<file path="config.mk">
export PLATFORM = sky130hd
export DESIGN_NAME = pgx_top
export DESIGN_NICKNAME = d
export VERILOG_FILES = /design/src/hw/pgx_pkg.sv /design/src/hw/pgx_top.sv /design/src/hw/pgx_axi_wr_port.sv /design/src/hw/pgx_wr_mngr.sv /design/src/hw/pgx_job_queue.sv
export SDC_FILE = /design/constraint.sdc
export NUM_CORES = 2
export LEC_CHECK = 0
export CORE_UTILIZATION = 40
export DETAILED_ROUTE_END_ITERATION = 6
export DONT_BUFFER_PORTS = 1
export PLACE_DENSITY = 0.55
export SYNTH_ARGS = -nofsm -noshare
export SYNTH_HDL_FRONTEND = slang
export SYNTH_SLANG_ARGS = --single-unit
</file>
<file path="constraint.sdc">
create_clock -name clk_i -period 37.5 [get_ports clk_i]
set_input_delay 0 -clock clk_i [delete_from_list [all_inputs] [get_ports clk_i]]
set_output_delay 0 -clock clk_i [all_outputs]
set_load 0.05 [all_outputs]
</file>
<file path="src/hw/pgx_pkg.sv">
package pgx_pkg;

	// bus and page geometry
	localparam int ADDR_W      = 48;           // byte address
	localparam int DATA_W      = 512;          // one cache line per beat
	localparam int STRB_W      = DATA_W / 8;
	localparam int LINE_BYTES  = 64;
	localparam int PAGE_LINES  = 64;           // full page on decompress
	localparam int META_W      = 400;          // 50 byte metadata block
	localparam int META_STRB   = 62;           // top two bytes of the md line unused
	localparam int PTR_W       = 48;           // way and next-way pointers
	localparam int FILL_W      = 16;
	localparam int LCNT_W      = 5;            // compress line count, 1..16
	localparam int LIDX_W      = 7;            // must hold PAGE_LINES

	// buffering
	localparam int QUEUE_DEPTH = 2;
	localparam int QPTR_W      = 1;
	localparam int QCNT_W      = 2;
	localparam int MAX_OUTSTANDING = 8;        // B responses in flight
	localparam int TAG_PTR_W   = 3;
	localparam int TAG_CNT_W   = 4;

	typedef enum logic [1:0] {
		OP_COMPRESS    = 2'd0,
		OP_DECOMPRESS  = 2'd1,
		OP_META_UPDATE = 2'd2
	} pgx_op_e;

	// manager states, see pgx_wr_mngr
	typedef enum logic [1:0] {
		IDLE       = 2'd0,
		DATA_LINES = 2'd1,
		META_WRITE = 2'd2,
		NEXT       = 2'd3
	} pgx_state_e;

	typedef struct packed {
		pgx_op_e            op;
		logic [ADDR_W-1:0]  page_base;  // first data line
		logic [LCNT_W-1:0]  line_cnt;   // compress only
		logic [FILL_W-1:0]  fill;
		logic [PTR_W-1:0]   way_ptr;    // also the md write address
		logic [PTR_W-1:0]   next_ptr;
		logic [META_W-1:0]  meta;
	} pgx_job_t;

	typedef struct packed {
		logic [ADDR_W-1:0]  addr;
		logic [DATA_W-1:0]  data;
		logic [STRB_W-1:0]  strb;
		logic               job_last;   // final write of its job
	} pgx_beat_t;

endpackage
</file>
<file path="src/hw/pgx_top.sv">
`timescale 1ns/1ns

module pgx_top (
	input  logic                        clk_i,
	input  logic                        rst_ni,
	input  logic                        job_valid,
	output logic                        job_ready,
	input  pgx_pkg::pgx_job_t           job,
	output logic                        aw_valid,
	input  logic                        aw_ready,
	output logic [pgx_pkg::ADDR_W-1:0]  aw_addr,
	output logic                        w_valid,
	input  logic                        w_ready,
	output logic [pgx_pkg::DATA_W-1:0]  w_data,
	output logic [pgx_pkg::STRB_W-1:0]  w_strb,
	input  logic                        b_valid,
	output logic                        b_ready,
	output logic                        done
);
	import pgx_pkg::*;

	logic       q_valid, q_ready;
	pgx_job_t   q_job;
	logic       beat_valid, beat_ready;
	pgx_beat_t  beat;

	// job side
	pgx_job_queue u_queue (
		.clk_i, .rst_ni,
		.job_valid, .job_ready, .job,
		.q_valid, .q_ready, .q_job
	);

	pgx_wr_mngr u_mngr (
		.clk_i, .rst_ni,
		.q_valid, .q_ready, .q_job,
		.beat_valid, .beat_ready, .beat
	);

	// bus side
	pgx_axi_wr_port u_port (
		.clk_i, .rst_ni,
		.beat_valid, .beat_ready, .beat,
		.aw_valid, .aw_ready, .aw_addr,
		.w_valid, .w_ready, .w_data, .w_strb,
		.b_valid, .b_ready, .done
	);

endmodule

</file>
<file path="src/hw/pgx_axi_wr_port.sv">
`timescale 1ns/1ns

module pgx_axi_wr_port (
	input  logic                        clk_i,
	input  logic                        rst_ni,
	input  logic                        beat_valid,
	output logic                        beat_ready,
	input  pgx_pkg::pgx_beat_t          beat,
	output logic                        aw_valid,
	input  logic                        aw_ready,
	output logic [pgx_pkg::ADDR_W-1:0]  aw_addr,
	output logic                        w_valid,
	input  logic                        w_ready,
	output logic [pgx_pkg::DATA_W-1:0]  w_data,
	output logic [pgx_pkg::STRB_W-1:0]  w_strb,
	input  logic                        b_valid,
	output logic                        b_ready,
	output logic                        done
);
	import pgx_pkg::*;

	logic                  tag_mem [MAX_OUTSTANDING];  // job_last per write
	logic [TAG_PTR_W-1:0]  tag_wr, tag_rd;
	logic [TAG_CNT_W-1:0]  tag_cnt;
	logic [TAG_CNT_W-1:0]  aw_cred, w_cred;   // sent on each channel, B pending
	logic                  beat_take, aw_take, w_take, b_take;

	assign beat_ready = (!aw_valid || aw_ready) && (!w_valid || w_ready)
		&& (tag_cnt != TAG_CNT_W'(MAX_OUTSTANDING));
	assign beat_take  = beat_valid && beat_ready;
	assign aw_take    = aw_valid && aw_ready;
	assign w_take     = w_valid && w_ready;
	// a response is only due once both halves of the write went out
	assign b_ready    = (aw_cred != '0) && (w_cred != '0);
	assign b_take     = b_valid && b_ready;

	always_ff @(posedge clk_i) begin
		if (beat_take) begin
			aw_addr         <= beat.addr;
			w_data          <= beat.data;
			w_strb          <= beat.strb;
			tag_mem[tag_wr] <= beat.job_last;
		end
	end

	always_ff @(posedge clk_i or negedge rst_ni) begin
		if (!rst_ni) begin
			aw_valid <= 1'b0;
			w_valid  <= 1'b0;
			tag_wr   <= '0;
			tag_rd   <= '0;
			tag_cnt  <= '0;
			aw_cred  <= '0;
			w_cred   <= '0;
			done     <= 1'b0;
		end else begin
			// each slot frees on its own ready
			if (beat_take) begin
				aw_valid <= 1'b1;
				w_valid  <= 1'b1;
			end else begin
				if (aw_ready) aw_valid <= 1'b0;
				if (w_ready)  w_valid  <= 1'b0;
			end
			if (beat_take) tag_wr <= tag_wr + TAG_PTR_W'(1);
			if (b_take)    tag_rd <= tag_rd + TAG_PTR_W'(1);
			tag_cnt <= tag_cnt + TAG_CNT_W'(beat_take) - TAG_CNT_W'(b_take);
			aw_cred <= aw_cred + TAG_CNT_W'(aw_take) - TAG_CNT_W'(b_take);
			w_cred  <= w_cred + TAG_CNT_W'(w_take) - TAG_CNT_W'(b_take);
			done    <= b_take && tag_mem[tag_rd];  // end of job
		end
	end

endmodule

</file>
<file path="src/hw/pgx_wr_mngr.sv">
`timescale 1ns/1ns

module pgx_wr_mngr (
	input  logic                clk_i,
	input  logic                rst_ni,
	input  logic                q_valid,
	output logic                q_ready,
	input  pgx_pkg::pgx_job_t   q_job,
	output logic                beat_valid,
	input  logic                beat_ready,
	output pgx_pkg::pgx_beat_t  beat
);
	import pgx_pkg::*;

	// state tells what gets loaded into the beat register next
	// NEXT means the job's final beat sits in the register
	pgx_state_e           state, state_d;
	pgx_job_t             job_q;
	pgx_beat_t            beat_d;
	logic [ADDR_W-1:0]    addr_q, addr_d;       // address of the next data line
	logic [LIDX_W-1:0]    line_idx, line_idx_d;
	logic [LIDX_W-1:0]    line_tot, line_tot_d;
	logic                 slot_free;
	logic                 take;
	logic                 load;

	function automatic logic [LIDX_W-1:0] total_lines(input pgx_job_t j);
		logic [LIDX_W-1:0] n;
		if (j.op == OP_DECOMPRESS) begin
			n = LIDX_W'(PAGE_LINES);
		end else begin
			n = LIDX_W'(j.line_cnt);
		end
		return n;
	endfunction

	// fill pattern over the whole line, line index in the low half-word
	function automatic pgx_beat_t line_beat(
		input logic [ADDR_W-1:0] addr,
		input logic [FILL_W-1:0] fill,
		input logic [LIDX_W-1:0] idx
	);
		pgx_beat_t b;
		b.addr     = addr;
		b.data     = {{(DATA_W/FILL_W - 1){fill}}, FILL_W'(idx)};
		b.strb     = '1;
		b.job_last = 1'b0;
		return b;
	endfunction

	// md line: pad, meta, next_ptr, way_ptr from the top down
	function automatic pgx_beat_t meta_beat(input pgx_job_t j);
		pgx_beat_t b;
		b.addr     = ADDR_W'(j.way_ptr);
		b.data     = {{(DATA_W - META_W - 2*PTR_W){1'b0}}, j.meta, j.next_ptr, j.way_ptr};
		b.strb     = {{(STRB_W - META_STRB){1'b0}}, {META_STRB{1'b1}}};
		b.job_last = 1'b1;
		return b;
	endfunction

	assign slot_free = !beat_valid || beat_ready;
	assign q_ready   = slot_free && (state == IDLE || state == NEXT);
	assign take      = q_valid && q_ready;

	always_comb begin
		state_d    = state;
		load       = 1'b0;
		beat_d     = beat;
		addr_d     = addr_q;
		line_idx_d = line_idx;
		line_tot_d = line_tot;
		case (state)
			IDLE, NEXT: begin
				if (take) begin
					// first beat comes straight from the queue head, no bubble
					load = 1'b1;
					if (q_job.op == OP_META_UPDATE) begin
						beat_d  = meta_beat(q_job);   // single write job
						state_d = NEXT;
					end else begin
						beat_d     = line_beat(q_job.page_base, q_job.fill, LIDX_W'(0));
						addr_d     = q_job.page_base + ADDR_W'(LINE_BYTES);
						line_idx_d = LIDX_W'(1);
						line_tot_d = total_lines(q_job);
						if (total_lines(q_job) == LIDX_W'(1)) begin
							state_d = META_WRITE;
						end else begin
							state_d = DATA_LINES;
						end
					end
				end else if (state == NEXT && beat_ready) begin
					state_d = IDLE;                   // last beat drained, nothing waiting
				end
			end
			DATA_LINES: begin
				if (slot_free) begin
					load       = 1'b1;
					beat_d     = line_beat(addr_q, job_q.fill, line_idx);
					addr_d     = addr_q + ADDR_W'(LINE_BYTES);
					line_idx_d = line_idx + LIDX_W'(1);
					if (line_idx + LIDX_W'(1) == line_tot) begin
						state_d = META_WRITE;
					end
				end
			end
			META_WRITE: begin
				if (slot_free) begin
					load    = 1'b1;
					beat_d  = meta_beat(job_q);
					state_d = NEXT;
				end
			end
			default: state_d = IDLE;
		endcase
	end

	always_ff @(posedge clk_i or negedge rst_ni) begin
		if (!rst_ni) begin
			state      <= IDLE;
			beat_valid <= 1'b0;
			line_idx   <= '0;
			line_tot   <= '0;
		end else begin
			state    <= state_d;
			line_idx <= line_idx_d;
			line_tot <= line_tot_d;
			if (load) begin
				beat_valid <= 1'b1;
			end else if (beat_ready) begin
				beat_valid <= 1'b0;
			end
		end
	end

	// payload registers
	always_ff @(posedge clk_i) begin
		beat   <= beat_d;
		addr_q <= addr_d;
		if (take) begin
			job_q <= q_job;
		end
	end

endmodule

</file>
<file path="src/hw/pgx_job_queue.sv">
`timescale 1ns/1ns

module pgx_job_queue (
	input  logic               clk_i,
	input  logic               rst_ni,
	input  logic               job_valid,
	output logic               job_ready,
	input  pgx_pkg::pgx_job_t  job,
	output logic               q_valid,
	input  logic               q_ready,
	output pgx_pkg::pgx_job_t  q_job
);
	import pgx_pkg::*;

	pgx_job_t              mem [QUEUE_DEPTH];
	logic [QPTR_W-1:0]     wr_ptr;
	logic [QPTR_W-1:0]     rd_ptr;
	logic [QCNT_W-1:0]     count;
	logic                  push;
	logic                  pop;

	assign job_ready = (count != QCNT_W'(QUEUE_DEPTH));
	assign q_valid   = (count != '0);
	assign q_job     = mem[rd_ptr];   // head entry, valid only with q_valid

	assign push = job_valid && job_ready;
	assign pop  = q_valid && q_ready;

	// job storage
	always_ff @(posedge clk_i) begin
		if (push) begin
			mem[wr_ptr] <= job;
		end
	end

	always_ff @(posedge clk_i or negedge rst_ni) begin
		if (!rst_ni) begin
			wr_ptr <= '0;
			rd_ptr <= '0;
			count  <= '0;
		end else begin
			if (push) begin
				wr_ptr <= wr_ptr + QPTR_W'(1);  // wraps at depth 2
			end
			if (pop) begin
				rd_ptr <= rd_ptr + QPTR_W'(1);
			end
			case ({push, pop})
				2'b10:   count <= count + QCNT_W'(1);
				2'b01:   count <= count - QCNT_W'(1);
				default: count <= count;          // both or neither
			endcase
		end
	end

endmodule

</file>
## Word level (Yosys, flattened, before mapping)

Memories as Yosys holds them, arrays and structs flattened.
Index checks and enable logic that the tools add are counted.

- Memories kept: 2
- Bits in registers: 1851
- Output and inout bits: 629
- Word-level logic and storage cells: 135
- Memory bits (writable): 1142
- Bits of input ports: 573

- Bitwise operators: 1
- Eq/ne operators: 17
- Multiplexer cells: 39
- $add $sub $neg: 15
- Reduce and logical (&&, ||, !) cells: 34

Memory list:

| name | words | bits a word | read ports | clocked after Yosys merged registers in | write ports | RTL line | RTL |
|---|---|---|---|---|---|---|---|
| u_queue.mem | 2 | 567 | 1 | 0 | 1 | pgx_job_queue.sv:15 | `pgx_job_t mem [QUEUE_DEPTH];` |
| u_port.tag_mem | 8 | 1 | 1 | 0 | 1 | pgx_axi_wr_port.sv:22 | `logic tag_mem [MAX_OUTSTANDING];` |

Operators by type and width:

| kind | number |
|---|---|
| 625-bit 2-to-1 mux | 4 |
| 625-bit one-hot mux with 3 select lines | 1 |
| 48-bit 2-to-1 mux | 3 |
| 48-bit by 7-bit adder with 48-bit output, second input constant | 2 |
| 48-bit one-hot mux with 2 select lines | 1 |
| 7-bit 2-to-1 mux | 7 |
| 2-bit 2-to-1 mux | 7 |
| 7-bit one-hot mux with 2 select lines | 1 |
| 4-bit by 1-bit adder with 4-bit output | 3 |
| 1-bit logical AND | 12 |
| 1-bit 2-to-1 mux | 12 |
| 2-bit nonzero test | 6 |
| 4-bit by 1-bit subtractor with 4-bit output | 3 |
| 2-bit equality test, second input constant | 4 |
| 4-bit AND reduction | 2 |
| 4-bit nonzero test | 2 |
| 7-bit by 1-bit adder with 7-bit output, second input constant | 1 |
| 7-bit by 1-bit equality test with 1-bit output, second input constant | 1 |
| 7-bit equality test | 1 |
| 3-bit by 1-bit adder with 3-bit output, second input constant | 2 |
| 2-bit by 1-bit equality test with 1-bit output, second input constant | 3 |
| 2-bit by 1-bit != test with 1-bit output, second input constant | 3 |
| 2-bit != test, second input constant | 3 |
| 2-bit one-hot mux with 3 select lines | 1 |
| other kinds (13) | 21 |

## Depth between registers and ports, before layout

- Word-level depth: 14
- Depth in mapped cells: 13
- Depth with buffers taken out: 11

## By module

From an unflattened synthesis, not the netlist that was laid out.

- Cell total of the unflattened synthesis: 5049
- Area total of the unflattened synthesis: 108089.9 sq um

Modules (own cells, without submodules):

| module | seq. area each (sq um) | area each (sq um) | instances | cells an instance |
|---|---|---|---|---|
| pgx_wr_mngr | 34092.7 | 44158.6 | 1 | 2523 |
| pgx_job_queue | 34152.8 | 43686.9 | 1 | 1781 |
| pgx_axi_wr_port | 19503.7 | 20244.4 | 1 | 745 |

## Worst setup path before layout

OpenSTA, ideal clock, no wires.

- Kind: register to register
- Start: reg u_mngr.state[1]
- End: reg u_mngr.beat[0] (netlist name)
- Arrival: 28441 ps
- Cell stages (with the launch flop): 8
- Path slack: 7373 ps
- Data required time: 35814 ps
- Library setup time: 1686 ps
- Period minus slack after synthesis: 30127 ps
- Path buffers: 3
- Cells stage by stage: dfrtp_1 inv_1 ha_1 buf_4 buf_6 buf_4 nand2b_1 o22ai_1

- Word-level cells in the longest chain between the ends: 6
- Elaborated cells between the ends (all ways): 12
- Classes of those cells: 6 x eq/ne; 6 x reduce/logical

RTL lines:

| what | RTL line | RTL |
|---|---|---|
| start: declaration | pgx_wr_mngr.sv:17 | `pgx_state_e state, state_d;` |
| start signal: assignment | pgx_wr_mngr.sv:124 | `state <= state_d;` |
| 2-bit equality test or 2-bit zero test (tied branches) | pgx_wr_mngr.sv:62, pgx_wr_mngr.sv:72 |  |
| 1-bit logical OR | pgx_wr_mngr.sv:62 | `assign q_ready = slot_free && (state == IDLE \|\| state == NEXT);` |
| 1-bit logical AND | pgx_wr_mngr.sv:62 |  |
| 1-bit logical AND | pgx_wr_mngr.sv:63 | `assign take = q_valid && q_ready;` |
| 2-bit != test (no line) | -- |  |
| 3-bit AND reduction (no line) (*) | -- |  |

Mark *: on every way between the ends. The rest lies on a longest branch, timed or not.
A chain may end at the register's enable or synchronous reset.

==> metrics.md <==
| Metric | Value |
|---|---|
| Cell variety after synth | `65` |
| HPWL Detailed | `173500 um` |
| Largest net degree at the start of global routing | `roughly 150` |
| Post-synth top area share | `just over 80%` |
| Worst hold path class | `input pin to flop` |
| Mapped Cells | `4737` |
| Worst Hold Path Cells | `4` |
| Yosys reg bits | `around 2900` |
| Routed WL per cell | `29.78 um` |
| Root Buffer Master | `clkbuf_16` |
| First-pass GRT wire length | `just under 400000 um` |
| CTS sink cnt | `2866` |
| Area Overhead vs Synth | `24.37%` |
| Initial antenna violation count | `22` |
| # fillers | `20330` |
| Data required, critical path | `~38 ns` |
| FFs w/ async S/R, synth | `1.431%` |
| Max Slew Vio Count | `0` |
| DR vias | `52440` |
| Final setup vio count | `0` |
| Routability cong. | `between 0.8 and 0.9` |
| Average size of a mapped cell | `roughly 22 sq um` |
| Final period util | `~17%` |
| CTS Hold Bufs | `1149` |
| Mapped cell area | `just over 100000 sq um` |
| Critical path endpoint category | `flop` |
| Die Y | `509.0 um` |
| Critical R2R Launch | `u_queue.rd_ptr` |
| Synth cell count leaders | `edfxtp_1 (2825), mux2_2 (549), a221o_1 (498)` |
| Initial Util | `between 40% and 50%` |
| FMAX | `approximately 0.16 GHz` |
| Setup_tns | `0 ns` |
| Seq/Total Area, Yosys | `a little over four fifths` |
| Total CTS buffers | `approximately 310` |
| DRT antenna net count | `0` |
| GR Util All Layers | `about 21%` |
| Ys Warns | `0` |
| Post-synth top flop | `edfxtp_1` |
| IO buf count | `0` |
| RSZ-0062 raised after global routing | `no` |
| DRC | `0` |
| Count leader, synth | `edfxtp_1` |
| Max Cap Viol | `0` |
| Reg area | `~86000 sq um` |
| CTS tree | `built` |
| Top cell type by total area after synthesis | `edfxtp_1` |
| Hold EP | `u_queue.count[0]` |
| GR Overflow Total | `0` |
| First-pass DRT Iterations | `5` |
| Clk slew on worst S/H paths | `~0.060 ns` |
| Top post-synthesis cells by area | `edfxtp_1 (83%), mux2_2 (6.0%), a221o_1 (4.8%)` |
| FF-to-FF path depth | `7` |
| Worst-skew pair later-pin latency | `between 0.9 and 1 ns` |
| Setup bufs post-CTS | `0` |
| Worst Setup Path Type | `flop to flop` |
| Setup slack on the worst flop-to-flop path | `31.22 ns` |
| RR Endpoint | `u_mngr.beat[387]` |
| Critical Path Start Type | `flop` |
| Die area | `259100 sq um` |
| Outcome | `completed` |
| Max Buffers Root-to-Sink | `4` |
| Share of cells above drive strength 1 | `around a fifth` |
| Worst-Margin Slew | `roughly 1.3 ns` |
| Wirelength, routed | `286500 um` |
| CTS-repair resized insts | `0` |
| Nets | `around 6600` |
| CORE AREA | `roughly 250000 sq um` |
| Vias per cell | `5.451` |
| Vias in the first global route | `53210` |
| I/O pins | `roughly 1200` |
| Multi-input logic area | `15520 sq um` |
| Rel. slew slack | `approximately 14%` |
| Iter 0 DRT Violations | `about 5000` |
| Worst Path Max Fanout | `65` |
| Site row count | `about 190` |
| Hold Vio Cnt, Final | `0` |
| Worst path arrival time | `6.85 ns` |
| CTS HTree Levels | `5` |
| EDFF count, synth | `about 2800` |
| Hold Crit Start | `job_valid` |
| Die X-Extent | `509.0 um` |
| Clock Skew | `0.09884 ns` |
| Final worst path period need | `roughly 6.3 ns` |
-- metal layers --
layer | routed length, um | up-vias | GRT usage, %
met5 | 0 | - | 0
met4 | 11010 | 0 | 8.054
met3 | 24660 | 486 | 5.844
met2 | 139000 | 2564 | 35.20
met1 | 111900 | 27310 | 27.23
li1 | - | 22080 | -
-- stage by stage --
step | instances | hold slack [ns] | worst slack (ns) | instance area (sq um) | utilization, %
global placement | 7924 | -0.2944 | 31.25 | 106400 | 41.76
detailed placement | 7924 | -0.2945 | 31.22 | 106400 | 41.76
finish | 9621 | 0.1589 | 31.22 | 127900 | 50.18
floorplan | 4798 | -0.2956 | 7.373 | 103000 | -
CTS | 9609 | 0.04706 | 31.16 | 127800 | 50.16
global route | 9618 | 0.1202 | 30.87 | 127900 | 50.17
-- worst max-delay path by stage --
stage	end	slack [ns]	start
5_1_grt	u_mngr.beat[362]	30.87	u_mngr.state[0]
2_1_floorplan	u_mngr.beat[0]	7.37	u_mngr.state[1]
4_1_cts	u_mngr.beat[427]	31.16	u_mngr.state[0]
3_5_place_dp	u_mngr.beat[295]	31.22	u_mngr.state[0]
3_3_place_gp	u_mngr.beat[311]	31.25	u_mngr.state[0]
6_report	u_mngr.beat[387]	31.22	u_queue.rd_ptr
-- state kept, by name, indices dropped and copies added (netlist names), 6 cells and up --
| name | count |
|---|---|
| u_mngr.line_idx | 7 |
| u_port.tag_mem | 8 |
| u_mngr.addr_q | 48 |
| u_queue.mem | 1134 |
| u_port.aw_addr | 48 |
| u_mngr.job_q | 512 |
| u_port.w_data | 512 |
| u_mngr.beat | 562 |
| u_mngr.line_tot | 6 |
-- kinds of logic (layout without fill, tap and decap cells) --
family | Yosys count | in the layout | synth area share (%)
flip-flops | 2866 | 2866 | 83.51
multiplexers | 614 | 614 | 6.781
AO/OA/AOI/OAI | 608 | 608 | 5.689
buffers and inverters | 357 | 1802 | 1.813
AND/OR/NAND/NOR | 201 | 201 | 1.316
XOR/XNOR | 63 | 63 | 0.5367
adder cells (fa/ha/maj) | 27 | 27 | 0.3505
other | 1 | 74 | 0.003647
-- area by class of cell --
class | count | area share [%]
clock inverter | 162 | 1.384
multi-input combinational | 1575 | 12.14
clock buffer | 374 | 6.338
tap | 3366 | 3.294
timing repair buffer | 1223 | 9.544
sequential | 2866 | 67.15
inverter | 43 | 0.1321
antenna | 12 | 0.02348
-- worst max-delay path, cell delays in order, from the launching register on --
cell,delay [ns]
dfrtp_4,0.88
buf_4,0.83
buf_4,0.72
buf_4,0.85
buf_4,0.96
buf_4,0.65
mux2_2,0.41
a221o_1,0.32
-- cells in the final DEF, fill, tap and decap left out, types with 6 or more instances in the layout --
master | netlist | routed
a22o_4 | 0 | 16
buf_4 | 69 | 65
a21oi_1 | 13 | 13
nor4_4 | 6 | 6
nand3_1 | 11 | 11
nor2_1 | 24 | 21
xor2_1 | 17 | 17
dfrtp_1 | 41 | 40
edfxtp_1 | 2825 | 2825
inv_1 | 43 | 41
diode_2 | 0 | 12
ha_1 | 24 | 23
o21ai_0 | 12 | 12
xnor2_1 | 46 | 46
inv_6 | 0 | 7
mux2i_2 | 6 | 6
mux2i_1 | 38 | 38
a221o_1 | 498 | 498
clkinv_1 | 0 | 58
nand2b_1 | 6 | 6
mux2_4 | 9 | 9
bufinv_16 | 0 | 34
nor3_2 | 9 | 9
nor3_1 | 16 | 16
mux2_1 | 7 | 7
or3_1 | 8 | 8
nor4_2 | 14 | 14
buf_12 | 3 | 9
clkinv_2 | 0 | 41
a22o_1 | 66 | 50
clkbuf_16 | 0 | 315
or2_2 | 33 | 33
mux2_2 | 549 | 549
dlygate4sd3_1 | 0 | 1147
conb_1 | 1 | 62
clkbuf_1 | 98 | 59
nand2_1 | 41 | 41
clkinvlp_4 | 0 | 10
Power is not shown: default switching activity piles up to over one toggle a cycle in this logic, so the estimate is an artifact.
